$ cat config.mk
export PLATFORM = sky130hd
export DESIGN_NAME = odd_pipe_top
export DESIGN_NICKNAME = d
export VERILOG_FILES = /design/src/verilog/odd_pipe_pkg.sv /design/src/verilog/branch_unit.sv /design/src/verilog/odd_pipe_top.sv /design/src/verilog/result_pipe.sv /design/src/verilog/shift_rotate_unit.sv
export SDC_FILE = /design/constraint.sdc
export NUM_CORES = 2
export LEC_CHECK = 0
export BUFFER_PORTS_ARGS = -buffer_cell sky130_fd_sc_hd__buf_2
export CORE_ASPECT_RATIO = 0.6
export CORE_MARGIN = 4
export CORE_UTILIZATION = 55
export DETAILED_ROUTE_END_ITERATION = 16
export GPL_ROUTABILITY_DRIVEN = 1
export PLACE_DENSITY = 0.72
export SYNTH_ARGS = -nofsm -noshare
export SYNTH_HDL_FRONTEND = slang
export SYNTH_SLANG_ARGS = --single-unit
$ cat constraint.sdc
create_clock -name clk -period 4.3 [get_ports clk]
set_clock_uncertainty 0.05 [all_clocks]
set_input_delay 0.43 -clock clk [delete_from_list [all_inputs] [get_ports clk]]
set_output_delay 0.43 -clock clk [all_outputs]
set_load 0.02 [all_outputs]
$ cat src/verilog/odd_pipe_pkg.sv
////////////////////////////////////////////////////////////
// Odd pipe shared definitions
// Widths, immediate sizes, pipeline depths, count limits
// and the opcode encoding of the odd execution pipe
////////////////////////////////////////////////////////////

package odd_pipe_pkg;

    // Datapath widths
    localparam int quad_width     = 128;
    localparam int word_width     = 32;
    localparam int reg_addr_width = 7;
    localparam int opcode_width   = 11;

    // Immediate fields
    localparam int imm7_width  = 7;
    localparam int imm16_width = 16;

    // Result pipeline
    localparam int result_latency = 8;
    localparam int flush_depth    = 3;

    // Byte shift counts at or above this clear the result
    localparam int max_byte_shift = 16;

    // Instruction alignment in bytes, also the fall-through step
    localparam int inst_align      = 4;
    localparam int inst_align_bits = $clog2(inst_align);

    typedef logic [quad_width-1:0]     quad_t;
    typedef logic [word_width-1:0]     word_t;
    typedef logic [reg_addr_width-1:0] reg_addr_t;

    typedef enum logic [opcode_width-1:0] {
        op_nop     = 11'h201,
        // Quadword shift left
        op_shlqbi  = 11'h1DB,
        op_shlqbii = 11'h1FB,
        op_shlqby  = 11'h1DF,
        op_shlqbyi = 11'h1FF,
        // Quadword rotate left
        op_rotqbi  = 11'h1D8,
        op_rotqbii = 11'h1F8,
        op_rotqby  = 11'h1DC,
        op_rotqbyi = 11'h1FC,
        // Unconditional branches
        op_br      = 11'h190,
        op_bra     = 11'h180,
        op_bi      = 11'h1A8,
        // Conditional branches on word or halfword
        op_brnz    = 11'h108,
        op_brz     = 11'h100,
        op_brhnz   = 11'h118,
        op_brhz    = 11'h110
    } odd_opcode_t;

endpackage

$ cat src/verilog/branch_unit.sv
////////////////////////////////////////////////////////////
// Branch resolution unit
// Decides taken branches and computes their target,
// raising flush in the same cycle
////////////////////////////////////////////////////////////

`timescale 1ns/10ps

module branch_unit (
    input  odd_pipe_pkg::odd_opcode_t            opcode,
    input  odd_pipe_pkg::quad_t                  ra,
    input  odd_pipe_pkg::quad_t                  rc,
    input  logic [odd_pipe_pkg::imm16_width-1:0] imm16,
    input  odd_pipe_pkg::word_t                  pc,
    output logic                                 flush,
    output odd_pipe_pkg::word_t                  target_pc
);
    import odd_pipe_pkg::*;

    word_t offset;
    word_t rel_target;
    word_t align_mask;
    word_t pref_ra;
    word_t pref_rc;

    // Sign-extended word offset
    assign offset = {{(word_width-imm16_width-inst_align_bits){imm16[imm16_width-1]}},
                     imm16, {inst_align_bits{1'b0}}};
    assign rel_target = pc + offset;
    assign align_mask = ~word_t'(inst_align - 1);
    assign pref_ra    = ra[quad_width-1 -: word_width];
    assign pref_rc    = rc[quad_width-1 -: word_width];

    always_comb begin
        flush     = 1'b0;
        target_pc = pc + word_t'(inst_align);
        case (opcode)
            op_br: begin
                flush     = 1'b1;
                target_pc = rel_target;
            end
            op_bra: begin
                flush     = 1'b1;
                target_pc = offset;
            end
            op_bi: begin
                flush     = 1'b1;
                target_pc = pref_ra & align_mask;
            end
            op_brnz: flush = (pref_rc != '0);
            op_brz: flush = (pref_rc == '0);
            op_brhnz: flush = (pref_rc[word_width/2-1:0] != '0);
            op_brhz: flush = (pref_rc[word_width/2-1:0] == '0);
            default: ;
        endcase
        // Conditional forms only reach here taken
        if (flush && !(opcode inside {op_br, op_bra, op_bi})) begin
            target_pc = rel_target & align_mask;
        end
    end

endmodule

$ cat src/verilog/odd_pipe_top.sv
////////////////////////////////////////////////////////////
// Odd execution pipe top level
// Shift/rotate and branch units feeding the result pipeline
////////////////////////////////////////////////////////////

`timescale 1ns/10ps

module odd_pipe_top (
    input  logic                                 clk,
    input  logic                                 rst,
    input  odd_pipe_pkg::odd_opcode_t            opcode,
    input  odd_pipe_pkg::quad_t                  ra,
    input  odd_pipe_pkg::quad_t                  rb,
    input  odd_pipe_pkg::quad_t                  rc,
    input  logic [odd_pipe_pkg::imm7_width-1:0]  imm7,
    input  logic [odd_pipe_pkg::imm16_width-1:0] imm16,
    input  odd_pipe_pkg::word_t                  pc,
    input  odd_pipe_pkg::reg_addr_t              rt_addr,
    output logic                                 flush,
    output odd_pipe_pkg::word_t                  target_pc,
    output logic                                 rt_wr_en,
    output odd_pipe_pkg::reg_addr_t              rt_addr_out,
    output odd_pipe_pkg::quad_t                  rt_data
);
    import odd_pipe_pkg::*;

    logic  sr_wr_en;
    quad_t sr_result;

    shift_rotate_unit shift_rotate_i (
        .opcode    (opcode),
        .ra        (ra),
        .rb        (rb),
        .imm7      (imm7),
        .sr_wr_en  (sr_wr_en),
        .sr_result (sr_result)
    );

    branch_unit branch_i (
        .opcode    (opcode),
        .ra        (ra),
        .rc        (rc),
        .imm16     (imm16),
        .pc        (pc),
        .flush     (flush),
        .target_pc (target_pc)
    );

    result_pipe result_pipe_i (
        .clk         (clk),
        .rst         (rst),
        .flush       (flush),
        .wr_en       (sr_wr_en),
        .addr        (rt_addr),
        .data        (sr_result),
        .rt_wr_en    (rt_wr_en),
        .rt_addr_out (rt_addr_out),
        .rt_data     (rt_data)
    );

endmodule

$ cat src/verilog/result_pipe.sv
////////////////////////////////////////////////////////////
// Result retirement pipeline
// Fixed-depth delay of write enable, address and data;
// a flush squashes the youngest entries
////////////////////////////////////////////////////////////

`timescale 1ns/10ps

module result_pipe (
    input  logic                      clk,
    input  logic                      rst,
    input  logic                      flush,
    input  logic                      wr_en,
    input  odd_pipe_pkg::reg_addr_t   addr,
    input  odd_pipe_pkg::quad_t       data,
    output logic                      rt_wr_en,
    output odd_pipe_pkg::reg_addr_t   rt_addr_out,
    output odd_pipe_pkg::quad_t       rt_data
);
    import odd_pipe_pkg::*;

    logic      we_q   [result_latency];
    reg_addr_t addr_q [result_latency];
    quad_t     data_q [result_latency];

    always_ff @(posedge clk) begin
        if (rst) begin
            for (int i = 0; i < result_latency; i++) begin
                we_q[i]   <= 1'b0;
                addr_q[i] <= '0;
                data_q[i] <= '0;
            end
        end else begin
            // New entry, dropped when its own cycle flushes
            we_q[0]   <= flush ? 1'b0 : wr_en;
            addr_q[0] <= flush ? '0 : addr;
            data_q[0] <= flush ? '0 : data;
            for (int i = 1; i < result_latency; i++) begin
                if (flush && (i < flush_depth)) begin
                    we_q[i]   <= 1'b0;
                    addr_q[i] <= '0;
                    data_q[i] <= '0;
                end else begin
                    we_q[i]   <= we_q[i-1];
                    addr_q[i] <= addr_q[i-1];
                    data_q[i] <= data_q[i-1];
                end
            end
        end
    end

    assign rt_wr_en    = we_q[result_latency-1];
    assign rt_addr_out = addr_q[result_latency-1];
    assign rt_data     = data_q[result_latency-1];

endmodule

$ cat src/verilog/shift_rotate_unit.sv
////////////////////////////////////////////////////////////
// Quadword shift and rotate unit
// Left shifts and rotates by bits or bytes, with register
// or immediate count, plus the result write enable
////////////////////////////////////////////////////////////

`timescale 1ns/10ps

module shift_rotate_unit (
    input  odd_pipe_pkg::odd_opcode_t           opcode,
    input  odd_pipe_pkg::quad_t                 ra,
    input  odd_pipe_pkg::quad_t                 rb,
    input  logic [odd_pipe_pkg::imm7_width-1:0] imm7,
    output logic                                sr_wr_en,
    output odd_pipe_pkg::quad_t                 sr_result
);
    import odd_pipe_pkg::*;

    logic                    use_imm;
    logic                    is_rot;
    logic                    is_byte;
    word_t                   pref_rb;
    logic [imm7_width-1:0]   count;
    logic [7:0]              shamt;
    logic [2*quad_width-1:0] dbl;
    quad_t                   shl_result;
    quad_t                   rot_result;
    logic                    byte_oor;

    always_comb begin
        sr_wr_en = 1'b1;
        use_imm  = 1'b0;
        is_rot   = 1'b0;
        is_byte  = 1'b0;
        case (opcode)
            op_shlqbi: ;
            op_shlqbii: use_imm = 1'b1;
            op_shlqby: is_byte = 1'b1;
            op_shlqbyi: begin
                is_byte = 1'b1;
                use_imm = 1'b1;
            end
            op_rotqbi: is_rot = 1'b1;
            op_rotqbii: begin
                is_rot  = 1'b1;
                use_imm = 1'b1;
            end
            op_rotqby: begin
                is_rot  = 1'b1;
                is_byte = 1'b1;
            end
            op_rotqbyi: begin
                is_rot  = 1'b1;
                is_byte = 1'b1;
                use_imm = 1'b1;
            end
            default: sr_wr_en = 1'b0;
        endcase
    end

    // Count sits in the low bits of the preferred word
    assign pref_rb = rb[quad_width-1 -: word_width];
    assign count   = use_imm ? imm7 : pref_rb[imm7_width-1:0];

    always_comb begin
        if (!is_byte) begin
            shamt = {5'b0, count[2:0]};
        end else if (is_rot) begin
            shamt = {1'b0, count[3:0], 3'b000};
        end else begin
            shamt = {count[4:0], 3'b000};
        end
    end

    // Rotate via doubled operand, top half wraps MSBs to LSBs
    assign dbl        = {ra, ra} << shamt;
    assign rot_result = dbl[2*quad_width-1 -: quad_width];
    assign shl_result = ra << shamt;
    assign byte_oor   = is_byte && (count[4:0] >= max_byte_shift);

    always_comb begin
        if (!sr_wr_en) begin
            sr_result = '0;
        end else if (is_rot) begin
            sr_result = rot_result;
        end else if (byte_oor) begin
            sr_result = '0;
        end else begin
            sr_result = shl_result;
        end
    end

endmodule
==> reports/summary.txt <==
Post-Syn Area: 48500 µm²
die area: 93100 µm²
Ports: 628
CTS buffer count: 83
outcome: finished clean
Hold Path Class: in -> reg
RSZ-0062 raised after global routing: false
Most common cell on crit path: buf_4
initial antenna violation count: 38
Cells after Synth: 4735
Final period util: 95.6%
Antenna Violating Nets Remaining: 0
pre-CTS setup slack: -0.201 ns
Arr. time, crit path: 4.59 ns
row count: 84
initial core utilization: 55.4%
area delta synth->final: 20.9%
drt drc: 0
Setup violations, final: 0
slowest cell on the critical path: a21boi_0
synth unique cells: 106
via/cell ratio: 6.07
pwr dens: 384 nW/µm²
hold depth: 2
RR Endpoint: result_pipe_i.data_q[0][203]$_DFFE_PP_
Static Leak: 0.0264 µW
final count of pins violating max slew: 0
Reg clk slew, reported paths: 0.07 ns
Hold Startpoint: rst
vias in the first global route: 40100
Routed WL: 198 mm
Wirelength per Cell: 28.7 µm
grt met3 use: 19.9%
post-synthesis sequential area ratio: 50.5%
reg2reg start: result_pipe_i.data_q[0][75]$_DFF_P_
Placeable Area: 87500 µm²
max-cap violation count: 0
Critical Path End Type: register
post-DP HPWL: 145 mm
met1 usage: 56.7%
Slew headroom: 22.8%
fmax: 243 MHz
commonest non-fill, non-tap cell in the layout: dfxtp_1
worst-skew pair later-pin latency: 0.67 ns
Post-synth EDFFs: 272
Starting DRT DRC Count: 5671
GRT met2 Usage: 57.7%
htree depth: 3
DR vias: 41900
Ys Warns: 0
Worst R2R Setup Slack: 3.18 ns
clk root buf: clkbuf_16
CTS tree: yes
global-route wire length before repair: 280 mm
Crit path required time: 4.78 ns
crit-path cells: buf_2 -> or3b_1 -> buf_4 -> o31ai_1 -> buf_4 -> nand3_4 -> buf_12 -> o211ai_1 -> a21boi_0 -> mux2_2 -> buf_4 -> mux2i_1 -> mux2i_1 -> buf_4 -> a221oi_1 -> a211oi_1
hold slack: 0.101 ns
VDD IR-drop max: 0.000345 V
Slew @ Worst Pin: 1.16 ns
async set-reset flop share out of synthesis: 0%
Hold EP: result_pipe_i.addr_q[0][32]$_DFF_P_
largest net degree at the start of global routing: 277
CP Max Fanout: 11
nets: 6137
crit path kind: in -> reg
Hold Vio Cnt, Final: 0
slowest stage delay, CP: 0.67 ns
synthesis-stage register bit count: 1088
layout cells sized above 1: 23.9%
number of I/O port buffers: 406
CP Launch Type: input pin
Mean Syn Cell Area: 10.2 µm²
# clock sinks: 1088
Max Root-Sink Buffers: 3
setup ws final: 0.190 ns
FF-to-FF path depth: 1
Pwr Total: 22500 µW
GRT Overall Usage: 41.1%
Pre-antenna DRT Iters: 8
Die W: 391 µm
global route overflow: 0
commonest cells after routing, fill and taps aside: 816 x dfxtp_1, 680 x nor2b_1, 615 x buf_4, 405 x buf_2, 315 x mux2i_1
min Tclk post-route: 4.11 ns
gr busiest metal: met2
Die Y-Extent: 238 µm
RePlAce Congestion: 1.11
Main synth FF type: dfxtp_1
[where the power goes]
group / total, µW / switching (µW) / internal [µW]
registers: 10800 / 78.7 / 10700
clock network: 7780 / 3750 / 4030
logic: 3920 / 2430 / 1490
total: 22500 / 6260 / 16200
[timing repair]
action | 4_1_cts | 5_1_grt
buffers inserted | 1 | 2
pin swaps | 1 | 2
resized for setup | 1 | 8
setup endpoints to repair | 1 | 1
cloned | 0 | 0
hold buffers | 7 | 0
hold endpoints to repair | 7 | 0
[cell usage after synthesis, types with 11 or more instances]
master / number / area (µm²)
a211o_1: 15 / 131
a211oi_1: 45 / 338
a21boi_0: 14 / 105
a21boi_1: 11 / 82.6
a21o_1: 22 / 165
a21oi_1: 181 / 906
a221oi_1: 34 / 298
a221oi_2: 12 / 180
a22oi_1: 36 / 270
a31oi_1: 20 / 125
and3_1: 303 / 1900
buf_1: 23 / 86.3
buf_2: 49 / 245
buf_4: 148 / 1110
buf_6: 19 / 214
clkbuf_1: 267 / 1000
dfxtp_1: 816 / 16300
edfxtp_1: 272 / 8170
ha_1: 30 / 375
inv_1: 38 / 143
mux2_2: 84 / 946
mux2i_1: 315 / 3150
nand2_1: 169 / 634
nand3_1: 159 / 796
nand4_1: 67 / 419
nor2_1: 146 / 548
nor2b_1: 680 / 4250
nor3_1: 45 / 225
nor4_1: 16 / 100
o211ai_1: 67 / 503
o21a_1: 14 / 105
o21ai_0: 118 / 591
o21ai_1: 38 / 190
o21bai_1: 11 / 82.6
o221ai_1: 33 / 289
o22ai_1: 129 / 807
o31ai_1: 36 / 270
o32ai_1: 13 / 114
xnor2_1: 27 / 236
xor2_1: 29 / 254
[metrics by stage]
stage          cells  setup TNS, ns  instance area (µm²)  util [%]
2_1_floorplan   5006              0                49500         -
3_3_place_gp    6713          -2.39                55800      63.7
3_5_place_dp    6713          -3.59                55800      63.7
4_1_cts         6873              0                58600      66.9
5_1_grt         6885              0                58600      67.0
6_report        6894              0                58600      67.0
[critical path, delay by kind of cell]
family                 cells  cell delay [ns]
muxes                      3             0.76
and+or+nand+nor            2             0.73
buffers and inverters      6             1.09
AOI/OAI and AO/OA          5             1.56
[state kept, by name, indices dropped and copies added (netlist names)]
register and cells:
result_pipe_i.addr_q 56, result_pipe_i.we_q 8, result_pipe_i.data_q 1024
[cell families (layout without fill, tap and decap cells)]
| kind of cell | after synthesis | after routing | share of synthesized area [%] |
|---|---|---|---|
| AOI/OAI and AO/OA | 954 | 954 | 13.6 |
| xor gates and xnor gates | 57 | 57 | 1.05 |
| adders and majority gates | 31 | 31 | 0.815 |
| buffers and inverters | 549 | 1257 | 5.90 |
| DFF | 1088 | 1088 | 50.5 |
| muxes | 411 | 411 | 8.87 |
| other | 1 | 291 | 0.00773 |
| and+or+nand+nor | 1644 | 1644 | 19.2 |
[routing by layer]
metal / part of all wire (%) / routed length, µm
met5: 0.15 / 293
met4: 2.8 / 5530
met3: 15 / 30000
met2: 40 / 79600
met1: 42 / 82300
[worst max-delay path by stage]
stage                         start                                   end  slack, ns  cells past startpoint
after floorplan           opcode[9]                         target_pc[27]       0.44                     12
after global placement    opcode[9]  result_pipe_i.data_q[0][102]$_DFF_P_      -0.24                     16
after detailed placement  opcode[9]  result_pipe_i.data_q[0][102]$_DFF_P_      -0.20                     16
after CTS                    pc[11]                         target_pc[31]        0.1                     14
after global routing         pc[14]                         target_pc[31]       0.02                     14
final                     opcode[9]  result_pipe_i.data_q[0][102]$_DFF_P_       0.19                     16
[cell type report]
type / instances / area, µm²
Clock buffer: 124 / 2450
Clock inverter: 28 / 279
Fill cell: 6349 / 28900
Tap cell: 1161 / 1450
Multi-Input combinational cell: 3369 / 22300
Sequential cell: 1088 / 24500
Antenna cell: 19 / 47.5
Inverter: 40 / 153
Timing Repair Buffer: 1065 / 7470
Power figures use the tool's default switching activity.
